===== config.mk =====
export PLATFORM = sky130hd
export DESIGN_NAME = jtframe_board
export DESIGN_NICKNAME = d
export VERILOG_FILES = /design/src/jtframe_pkg.sv /design/src/jtframe_board.sv /design/src/jtframe_joy_map.sv /design/src/jtframe_reset.sv /design/src/jtframe_snd_dac.sv
export VERILOG_INCLUDE_DIRS = /design/src /design/src/include
export SDC_FILE = /design/constraint.sdc
export NUM_CORES = 1
export LEC_CHECK = 0
export BUFFER_PORTS_ARGS = -buffer_cell sky130_fd_sc_hd__buf_2
export CAP_MARGIN = 40
export CORE_MARGIN = 2
export CORE_UTILIZATION = 50
export DETAILED_ROUTE_END_ITERATION = 10
export MAX_ROUTING_LAYER = met4
export PLACE_DENSITY = 0.89
export SLEW_MARGIN = 20
export SYNTH_ARGS = -nofsm -noshare
export SYNTH_HDL_FRONTEND = slang
export SYNTH_HIERARCHICAL = 1
export SYNTH_SLANG_ARGS = --single-unit

===== constraint.sdc =====
create_clock -name clk_sys -period 2.35 [get_ports clk_sys]
set_input_delay 0 -clock clk_sys [delete_from_list [all_inputs] [get_ports clk_sys]]
set_output_delay 0 -clock clk_sys [all_outputs]
set_load 0.005 [all_outputs]

===== src/include/jtframe_consts.svh =====
//~~~~~~~~~~~~~~~~~~~~~~~~~~~~~~~~~~~~~~~~~~~~~~~~~~~~~~~~~~~~~~~~~~~~
// Board services constants
// Reset stretch length, sound sample width and joystick word width
// shared by the board block and its function blocks
//~~~~~~~~~~~~~~~~~~~~~~~~~~~~~~~~~~~~~~~~~~~~~~~~~~~~~~~~~~~~~~~~~~~~

`ifndef JTFRAME_CONSTS_SVH
`define JTFRAME_CONSTS_SVH

// Cycles that game_rst is held after the last reset cause is gone
`define JTFRAME_RST_CYCLES 16

// Game sound sample, one word per clk_sys cycle
`define JTFRAME_SND_W 16

// Joystick word as sent by the I/O controller
// right, left, down, up, three buttons, start, coin, pause
`define JTFRAME_JOY_W 10

// Game joystick carries seven live bits, the rest are padding
`define JTFRAME_JOY_USED 7

`endif


===== src/jtframe_pkg.sv =====
//~~~~~~~~~~~~~~~~~~~~~~~~~~~~~~~~~~~~~~~~~~~~~~~~~~~~~~~~~~~~~~~~~~~~
// Board services types
// Joystick word layouts and the two readings of a sound sample
//~~~~~~~~~~~~~~~~~~~~~~~~~~~~~~~~~~~~~~~~~~~~~~~~~~~~~~~~~~~~~~~~~~~~

`default_nettype none

`include "jtframe_consts.svh"

package jtframe_pkg;

    // I/O controller joystick word, active high
    // Declared MSB first so that right lands on bit 0
    typedef struct packed {
        logic pause;    // bit 9
        logic coin;
        logic start;
        logic btn3;
        logic btn2;
        logic btn1;
        logic up;
        logic down;
        logic left;
        logic right;    // bit 0
    } board_joy_t;

    // Joystick as the game core sees it, in the game's active level
    typedef struct packed {
        logic [`JTFRAME_JOY_W-`JTFRAME_JOY_USED-1:0] unused; // Always zero
        logic up;
        logic down;
        logic left;
        logic right;
        logic btn1;
        logic btn2;
        logic btn3;
    } game_joy_t;

    // One sound word, two encodings
    // s for two's complement cores, u for offset binary cores
    typedef union packed {
        logic signed [`JTFRAME_SND_W-1:0] s;
        logic        [`JTFRAME_SND_W-1:0] u;
    } snd_word_u;

endpackage

`default_nettype wire


===== src/jtframe_board.sv =====
//~~~~~~~~~~~~~~~~~~~~~~~~~~~~~~~~~~~~~~~~~~~~~~~~~~~~~~~~~~~~~~~~~~~~
// Board services
// Game reset, sound DAC and joystick mapping for a MiST-style board
//~~~~~~~~~~~~~~~~~~~~~~~~~~~~~~~~~~~~~~~~~~~~~~~~~~~~~~~~~~~~~~~~~~~~

`default_nettype none

module jtframe_board #(
    parameter bit SIGNED_SND              = 1'b0,
    parameter bit THREE_BUTTONS           = 1'b0,
    parameter bit GAME_INPUTS_ACTIVE_HIGH = 1'b0
) (
    input  logic                   clk_sys,
    input  logic                   rst_n,
    // Reset causes
    input  logic                   rst_req,
    input  logic                   dip_flip,
    input  logic                   downloading,
    input  logic                   loop_rst,
    output logic                   game_rst,
    // Sound
    input  jtframe_pkg::snd_word_u  snd,
    output logic                   snd_pwm,
    // Joysticks from the I/O controller
    input  jtframe_pkg::board_joy_t board_joystick1,
    input  jtframe_pkg::board_joy_t board_joystick2,
    // Game controls
    output jtframe_pkg::game_joy_t  game_joystick1,
    output jtframe_pkg::game_joy_t  game_joystick2,
    output logic [1:0]             game_coin,
    output logic [1:0]             game_start,
    output logic                   game_pause,
    output logic                   game_service
);

    jtframe_reset u_reset (
        .clk_sys     ( clk_sys     ),
        .rst_n       ( rst_n       ),
        .rst_req     ( rst_req     ),
        .dip_flip    ( dip_flip    ),
        .downloading ( downloading ),
        .loop_rst    ( loop_rst    ),
        .game_rst    ( game_rst    )
    );

    // Runs on the board reset so sound is live during game reset
    jtframe_snd_dac #(
        .SIGNED_SND ( SIGNED_SND )
    ) u_dac (
        .clk_sys ( clk_sys ),
        .rst_n   ( rst_n   ),
        .snd     ( snd     ),
        .snd_pwm ( snd_pwm )
    );

    jtframe_joy_map #(
        .THREE_BUTTONS           ( THREE_BUTTONS           ),
        .GAME_INPUTS_ACTIVE_HIGH ( GAME_INPUTS_ACTIVE_HIGH )
    ) u_joy (
        .clk_sys         ( clk_sys         ),
        .rst_n           ( rst_n           ),
        .board_joystick1 ( board_joystick1 ),
        .board_joystick2 ( board_joystick2 ),
        .game_joystick1  ( game_joystick1  ),
        .game_joystick2  ( game_joystick2  ),
        .game_coin       ( game_coin       ),
        .game_start      ( game_start      ),
        .game_pause      ( game_pause      ),
        .game_service    ( game_service    )
    );

endmodule

`default_nettype wire


===== src/jtframe_joy_map.sv =====
//~~~~~~~~~~~~~~~~~~~~~~~~~~~~~~~~~~~~~~~~~~~~~~~~~~~~~~~~~~~~~~~~~~~~
// Joystick mapping
// Board joystick words to game joysticks, coin, start, pause and
// service, in the active level the game core expects
//~~~~~~~~~~~~~~~~~~~~~~~~~~~~~~~~~~~~~~~~~~~~~~~~~~~~~~~~~~~~~~~~~~~~

`default_nettype none

module jtframe_joy_map #(
    parameter bit THREE_BUTTONS           = 1'b0,
    parameter bit GAME_INPUTS_ACTIVE_HIGH = 1'b0
) (
    input  logic                   clk_sys,
    input  logic                   rst_n,
    input  jtframe_pkg::board_joy_t board_joystick1,
    input  jtframe_pkg::board_joy_t board_joystick2,
    output jtframe_pkg::game_joy_t  game_joystick1,
    output jtframe_pkg::game_joy_t  game_joystick2,
    output logic [1:0]             game_coin,
    output logic [1:0]             game_start,
    output logic                   game_pause,     // Always active high
    output logic                   game_service
);

    // XOR mask that turns an active-high bit into the game's level
    localparam logic INV = GAME_INPUTS_ACTIVE_HIGH ? 1'b0 : 1'b1;

    logic [1:0] pause_now;
    logic [1:0] pause_last;     // Edge detector per player
    logic       pause_rise;
    logic       service_now;

    // Reorder one player's controls into the game layout
    function automatic jtframe_pkg::game_joy_t map_joy(
        input jtframe_pkg::board_joy_t b
    );
        jtframe_pkg::game_joy_t g;
        g.unused = '0;
        g.up     = b.up    ^ INV;
        g.down   = b.down  ^ INV;
        g.left   = b.left  ^ INV;
        g.right  = b.right ^ INV;
        g.btn1   = b.btn1  ^ INV;
        g.btn2   = b.btn2  ^ INV;
        g.btn3   = (THREE_BUTTONS ? b.btn3 : 1'b0) ^ INV; // Two-button games
        return g;
    endfunction

    assign pause_now   = {board_joystick2.pause, board_joystick1.pause};
    assign pause_rise  = |(pause_now & ~pause_last);
    assign service_now = board_joystick1.start & board_joystick1.coin;

    // Directions and buttons
    // An all-zero board word maps to the idle pattern
    always_ff @(posedge clk_sys) begin
        if (!rst_n) begin
            game_joystick1 <= map_joy('0);
            game_joystick2 <= map_joy('0);
        end else begin
            game_joystick1 <= map_joy(board_joystick1);
            game_joystick2 <= map_joy(board_joystick2);
        end
    end

    // Coin, start and service
    always_ff @(posedge clk_sys) begin
        if (!rst_n) begin
            game_coin    <= {2{INV}};
            game_start   <= {2{INV}};
            game_service <= INV;
        end else begin
            game_coin    <= {board_joystick2.coin,  board_joystick1.coin}  ^ {2{INV}};
            game_start   <= {board_joystick2.start, board_joystick1.start} ^ {2{INV}};
            game_service <= service_now ^ INV;     // Start and coin together on P1
        end
    end

    // Pause toggles once per press from either player
    always_ff @(posedge clk_sys) begin
        if (!rst_n) begin
            pause_last <= '0;
            game_pause <= 1'b0;
        end else begin
            pause_last <= pause_now;
            if (pause_rise) begin
                game_pause <= ~game_pause;
            end
        end
    end

    // Holding pause must not toggle the state again
    // A change needs a low-to-high step of a board pause bit
    a_pause_on_edge: assert property (
        @(posedge clk_sys) disable iff (!rst_n)
        game_pause != $past(game_pause) |->
            !$past(rst_n) || !$past(rst_n, 2) ||
            ($past(pause_now) & ~$past(pause_now, 2)) != 2'b00
    ) else $error("game_pause changed without a pause press");

endmodule

`default_nettype wire


===== src/jtframe_reset.sv =====
//~~~~~~~~~~~~~~~~~~~~~~~~~~~~~~~~~~~~~~~~~~~~~~~~~~~~~~~~~~~~~~~~~~~~
// Game reset generator
// Merges board reset, reset request, flip DIP change, ROM download
// and loader loop reset, then stretches the result into game_rst
//~~~~~~~~~~~~~~~~~~~~~~~~~~~~~~~~~~~~~~~~~~~~~~~~~~~~~~~~~~~~~~~~~~~~

`default_nettype none

`include "jtframe_consts.svh"

module jtframe_reset (
    input  logic clk_sys,
    input  logic rst_n,
    input  logic rst_req,
    input  logic dip_flip,      // Any change forces a reset
    input  logic downloading,
    input  logic loop_rst,
    output logic game_rst
);

    localparam int CNT_W = $clog2(`JTFRAME_RST_CYCLES + 1);
    localparam logic [CNT_W-1:0] CNT_LOAD = CNT_W'(`JTFRAME_RST_CYCLES);

    logic             flip_r;       // Last seen DIP value
    logic             flip_chg;
    logic             req_r;
    logic             dl_r;
    logic             loop_r;
    logic             chg_r;
    logic             rst_r;        // Board reset seen last cycle
    logic             cause_now;
    logic             cause_r;
    logic [CNT_W-1:0] cnt;

    assign flip_chg  = dip_flip != flip_r;
    assign cause_now = rst_req | downloading | loop_rst | flip_chg;
    assign cause_r   = req_r | dl_r | loop_r | chg_r;

    always_ff @(posedge clk_sys) begin
        if (!rst_n) begin
            flip_r <= dip_flip;     // No false flip change on release
            req_r  <= 1'b0;
            dl_r   <= 1'b0;
            loop_r <= 1'b0;
            chg_r  <= 1'b0;
            rst_r  <= 1'b1;
        end else begin
            flip_r <= dip_flip;
            req_r  <= rst_req;
            dl_r   <= downloading;
            loop_r <= loop_rst;
            chg_r  <= flip_chg;
            rst_r  <= 1'b0;
        end
    end

    // Stretch counter
    // The board reset adds one cycle through rst_r
    always_ff @(posedge clk_sys) begin
        if (!rst_n) begin
            cnt <= CNT_LOAD;
        end else if (cause_now || rst_r) begin
            cnt <= CNT_LOAD;
        end else if (cnt != '0) begin
            cnt <= cnt - 1'b1;
        end
    end

    assign game_rst = (cnt != '0) | cause_r;

    // Download must keep the game in reset for the stretch after it ends
    a_dl_holds_rst: assert property (
        @(posedge clk_sys) disable iff (!rst_n)
        dl_r |=> game_rst [*`JTFRAME_RST_CYCLES-1]
    ) else $error("game_rst dropped too early after downloading");

endmodule

`default_nettype wire


===== src/jtframe_snd_dac.sv =====
//~~~~~~~~~~~~~~~~~~~~~~~~~~~~~~~~~~~~~~~~~~~~~~~~~~~~~~~~~~~~~~~~~~~~
// Sound DAC
// First-order sigma-delta modulator, 16-bit sample in, one-bit
// pulse-density stream out for the board's audio pins
//~~~~~~~~~~~~~~~~~~~~~~~~~~~~~~~~~~~~~~~~~~~~~~~~~~~~~~~~~~~~~~~~~~~~

`default_nettype none

`include "jtframe_consts.svh"

module jtframe_snd_dac #(
    parameter bit SIGNED_SND = 1'b0    // 1 for two's complement samples
) (
    input  logic                  clk_sys,
    input  logic                  rst_n,
    input  jtframe_pkg::snd_word_u snd,
    output logic                  snd_pwm
);

    localparam int W = `JTFRAME_SND_W;
    localparam logic [W-1:0] SND_MIN = {SIGNED_SND, {(W-1){1'b0}}}; // Lowest sample code

    logic [W-1:0] snd_u;    // Offset binary sample
    logic [W-1:0] acc;
    logic [W:0]   sum;      // Top bit is the carry

    // Signed samples move to offset binary by flipping the sign bit
    always_comb begin
        if (SIGNED_SND) begin
            snd_u = {~snd.s[W-1], snd.s[W-2:0]};
        end else begin
            snd_u = snd.u;
        end
    end

    assign sum = {1'b0, acc} + {1'b0, snd_u};

    // Carry rate follows the sample level
    // Full scale gives a carry on nearly every cycle
    always_ff @(posedge clk_sys) begin
        if (!rst_n) begin
            acc     <= '0;
            snd_pwm <= 1'b0;
        end else begin
            acc     <= sum[W-1:0];
            snd_pwm <= sum[W];
        end
    end

    // The lowest sample level keeps the output silent
    a_silent_low: assert property (
        @(posedge clk_sys) disable iff (!rst_n)
        $past(snd.u) == SND_MIN |-> !snd_pwm
    ) else $error("snd_pwm high after the lowest sample");

endmodule

`default_nettype wire


==> After elaboration in Yosys (flattened, before gate mapping) <==
Cells that the tools add are included.
{ "totals": {"word_cells": 63, "inputBits": 42, "regBits": 50} }
{ "classes": {"bitwise": 27, "muxes": 1, "eq_ne": 1, "reduce_logical": 4, "addsub": 2} }
{ "op_table": {"columns": ["operator", "count"], "rows": [
  ["$add 16x16->17", 1],
  ["$not 1->1", 15],
  ["$or 1x1->1", 7],
  ["$not 2->2", 3],
  ["$reduce_bool 5->1", 1],
  ["$sub 5x1->5 const B", 1],
  ["$reduce_or 2->1", 2],
  ["$and 2x2->2", 1],
  ["$and 1x1->1", 1],
  ["$logic_or 1x1->1", 1],
  ["$mux 1", 1],
  ["$ne 1x1->1", 1]
]} }

==> Depth between registers and ports, before layout <==
{ "depth": {"ltp_word": 5, "depth_mapped": 7, "ltp_nobuf": 7} }

==> Hierarchy <==
The synthesis kept the hierarchy.
{ "modules_own_cells": {"columns": ["module", "area_each_um2", "instances", "cells_per_inst"], "rows": [
  ["jtframe_snd_dac", 1149.9, 1, 132],
  ["jtframe_joy_map", 591.8, 1, 57],
  ["jtframe_reset", 419.2, 1, 40]
]} }

==> Worst setup path before layout <==
OpenSTA, ideal clock, no wires.
{ "synth_timing": {"kind": "reg2reg", "startpoint": "register u_dac.acc[0]", "endpoint": "register u_dac.acc[12]", "setup_ps": 72, "n_path_buf": 0, "arrival_time_ps": 1895, "slack_ps": 383, "synth_period_minus_slack_ps": 1967, "stages_incl_launch_ff": 8, "cell_sequence": "dfxtp_1 > ha_1 > fa_1 > a21o_1 > a221oi_2 > o31ai_2 > a21oi_2 > mux2i_1"} }
{ "synth_between": {"elab_chain_cells": 1} }
{ "synth_lines": {"columns": ["item", "line", "text"], "rows": [
  ["from (decl)", "jtframe_snd_dac.sv:24", "logic [W-1:0] acc;"],
  ["from (signal assigned)", "jtframe_snd_dac.sv:45", "acc <= sum[W-1:0];"],
  ["$add 16x16->17", "jtframe_snd_dac.sv:36", "assign sum = {1'b0, acc} + {1'b0, snd_u};"]
]} }
No other way between the ends.
A chain may end at the register's enable or synchronous reset.

==> Worst setup path after layout <==
Same ends and word-level chain as after synthesis.

==> results_dict.tcl <==
set metrics [dict create \
    status "finished clean" \
    cp-end-kind "flop" \
    r2r_slack_ps 190 \
    synth_area_mm2 0.00216 \
    synth_warnings 6 \
    initial_core_util_pct 52.9 \
    clockRootBuffer "clkbuf_8" \
    num_vias 1793 \
    max_freq_mhz 463 \
    die_y_um 69.7 \
    n_antenna_cell 0 \
    finalHoldViolCount 0 \
    layout_commonest_cell "buf_2" \
    die-area_mm2 0.00486 \
    port_buffers 59 \
    worstReg2RegStart "u_dac/acc[0]" \
    tns_ps 0 \
    switchingPower_w 0.000868 \
    critPathCapture "u_dac/acc[12]" \
    comb_power_share_pct 38.6 \
    hold_slack_ps 29.4 \
    die_w_um 69.7 \
    cts_max_level 2 \
    rows 23 \
    grt_use_total_pct 19.9 \
    start_kind "flop" \
    firstDrtPassIters 4 \
    peakVddDrop_mv 0.459 \
    fin_skew_ps 4.68 \
    ios 70 \
    drtIter0Drc 139 \
    overflow 0 \
    cpMaxStageDelayCell "a221oi_2" \
    critPathRequiredTime_ps 2580 \
    reg2reg_depth 7 \
    clkTransAtPathRegs_ps 90 \
    drive_gt1_share_pct 24.4 \
    insertion_delay_ps 290 \
    cts_max_path_buffers 2 \
    finalWirelength_um 4510 \
    max_cap_viol_count 0 \
    clockPowerShare_pct 23.3 \
    crit_start "u_dac/acc[0]" \
    grt_pass1_wl_um 7700 \
    cts_buffers 5 \
    maxSlewViolCount 0 \
    synthDistinctLibCells 45 \
    synth.avg_cell_area_um2 9.44 \
    finalPower_w 0.00264 \
    cp.arrival_ps 2390 \
    postCtsSetupRepairBufs 0 \
    p_int_w 0.00177 \
    hold_path.class "in2reg" \
    worstSetupPathType "reg2reg" \
    swShare_pct 32.9 \
    crit_chain "ha_1 -> fa_1 -> a21o_1 -> a221oi_2 -> o31ai_2 -> a21oi_2 -> mux2i_1" \
    drt-vias-per-instance 4.95 \
    grt_pass1_vias 1738 \
    syn_inst 229 \
    seq_area_frac_synth_pct 44.5 \
    final_cell_mix "59 x buf_2, 48 x dfxtp_1, 32 x nand2_1, 22 x dlygate4sd3_1, 19 x nor2_1" \
    antenna_found_initial 0 \
    power_density_mw_per_mm2 941 \
    ant_nets 0 \
    worstPathMaxFanout 5 \
    place_hpwl_um 3100 \
    ys_ff_latch 48 \
    holdPathStages 3 \
    fin_crit_sh_pct 91.9 \
    leakagePower_nw 1.32 \
    nNetsFinal 372 \
    critPathMaxStageDelay_ps 450 \
    crit-reg2reg-capture "u_dac/acc[12]" \
    area_growth_pct 29.8 \
    rsz0062_at_grt "no" \
    core_mm2 0.00409 \
    grt_max_degree 26 \
    drc_errors 0 \
    cts_tree "built" \
    gp_congestion 0.804 \
    seqPwrFrac_pct 38.1 \
    min_period_ps 2160 \
    setup_violations 0 \
    wl_per_cell_um 12.5 \
    cts.sinks 48 \
]
-- how the worst min path moves through the flow --
stage,startpoint,to
after floorplan,dip_flip,u_reset/flip_r
after global placement,dip_flip,u_reset/flip_r
after detailed placement,dip_flip,u_reset/flip_r
after CTS,snd[0],u_dac/acc[0]
after global routing,snd[0],u_dac/acc[0]
final,snd[0],u_dac/acc[0]
-- area by class of cell --
type	count	area, um2
fill	319	1280
multi-input combinational	163	1090
sequential	48	961
timing repair buffer	82	523
clock buffer	6	82.6
tap	50	62.6
inverter	11	41.3
clock inverter	2	38.8
-- through the flow --
step	util (%)	instance area (um2)	worst slack (ps)	instances
6_report	68.6	2800	191	362
5_1_grt	68.6	2800	26.1	362
4_1_cts	68.6	2800	187	362
3_5_place_dp	60.3	2460	197	332
3_3_place_gp	60.3	2460	236	332
2_1_floorplan	-	2180	383	235
-- cells in the mapped netlist, drive strengths merged --
cell type,n,area share (%)
nor3,4,0.93
nand2,32,5.6
nor4,1,0.29
mux2i,6,2.8
a221oi,2,1.1
a31oi,1,0.29
and2,8,2.3
o221a,1,0.52
dfxtp,48,44
a21boi,1,0.35
clkbuf,2,0.40
o32ai,1,0.41
xor2,4,1.6
nand3,6,1.4
fa,1,0.93
nand4,2,0.58
nor2b,1,0.29
o31ai,2,0.93
and3,1,0.29
o211ai,1,0.35
buf,11,3.6
o21ai,5,1.2
clkinv,1,0.17
conb,2,0.35
nor2,20,3.6
a21o,3,1.0
o22ai,1,0.29
a21oi,11,2.7
a211oi,4,1.9
a311o,1,0.46
o21a,1,0.35
xnor2,8,3.2
ha,18,10
o21bai,2,0.69
nor4b,1,1.1
nand2b,5,1.4
inv,10,1.7
-- critical path, delay by kind of cell (launching register included) --
family / cells / cell delay, ps
AOI/OAI and AO/OA: 4 / 980
adders and majority gates: 2 / 610
DFF: 1 / 310
muxes: 1 / 190
-- cells by family (layout without fill, tap and decap cells) --
family,count (synthesis),after routing,share of synthesized area (%)
XOR/XNOR,12,12,4.86
other,2,8,0.348
adder cells (fa/ha/maj),19,19,11.3
AND/OR/NAND/NOR,81,81,17.8
multiplexers,6,6,2.78
buffers and inverters,24,101,5.91
flip-flops,48,48,44.5
AO/OA/AOI/OAI,37,37,12.5
-- flip-flops by register name, indices dropped and copies added, names as in the netlist --
register and count:
u_dac/acc 16, u_joy/game_joystick1 6, u_joy/game_joystick2 6, u_reset/cnt 5
u_joy/game_coin 2, u_joy/game_start 2, u_joy/pause_last 2, u_dac/snd_pwm 1
u_joy/game_pause 1, u_joy/game_service 1, u_reset/chg_r 1, u_reset/dl_r 1
u_reset/flip_r 1, u_reset/loop_r 1, u_reset/req_r 1, u_reset/rst_r 1
-- timing repair --
item,CTS,global route
hold endpoints to repair,24,0
resized for setup,0,0
hold buffers,22,0
-- routing by layer --
metal / wire [um] / share of wire [%] / track usage (%)
met1: 1940 / 43 / 23.8
met2: 2340 / 52 / 34.5
met3: 188 / 4.2 / 4.07
met5: 0 / 0 / -
met4: 41 / 0.91 / 5.13
-- power by group through the flow --
stage / Sequential, W / Clock [W] / Combinational, W
floorplan: 0.00102 / 0 / 0.000784
global route: 0.00102 / 0.000662 / 0.00114
finish: 0.00101 / 0.000614 / 0.00102
global placement: 0.00102 / 0 / 0.000943
detailed placement: 0.00102 / 0 / 0.000970
CTS: 0.00101 / 0.000633 / 0.00101
Power figures use the tool's default switching activity.
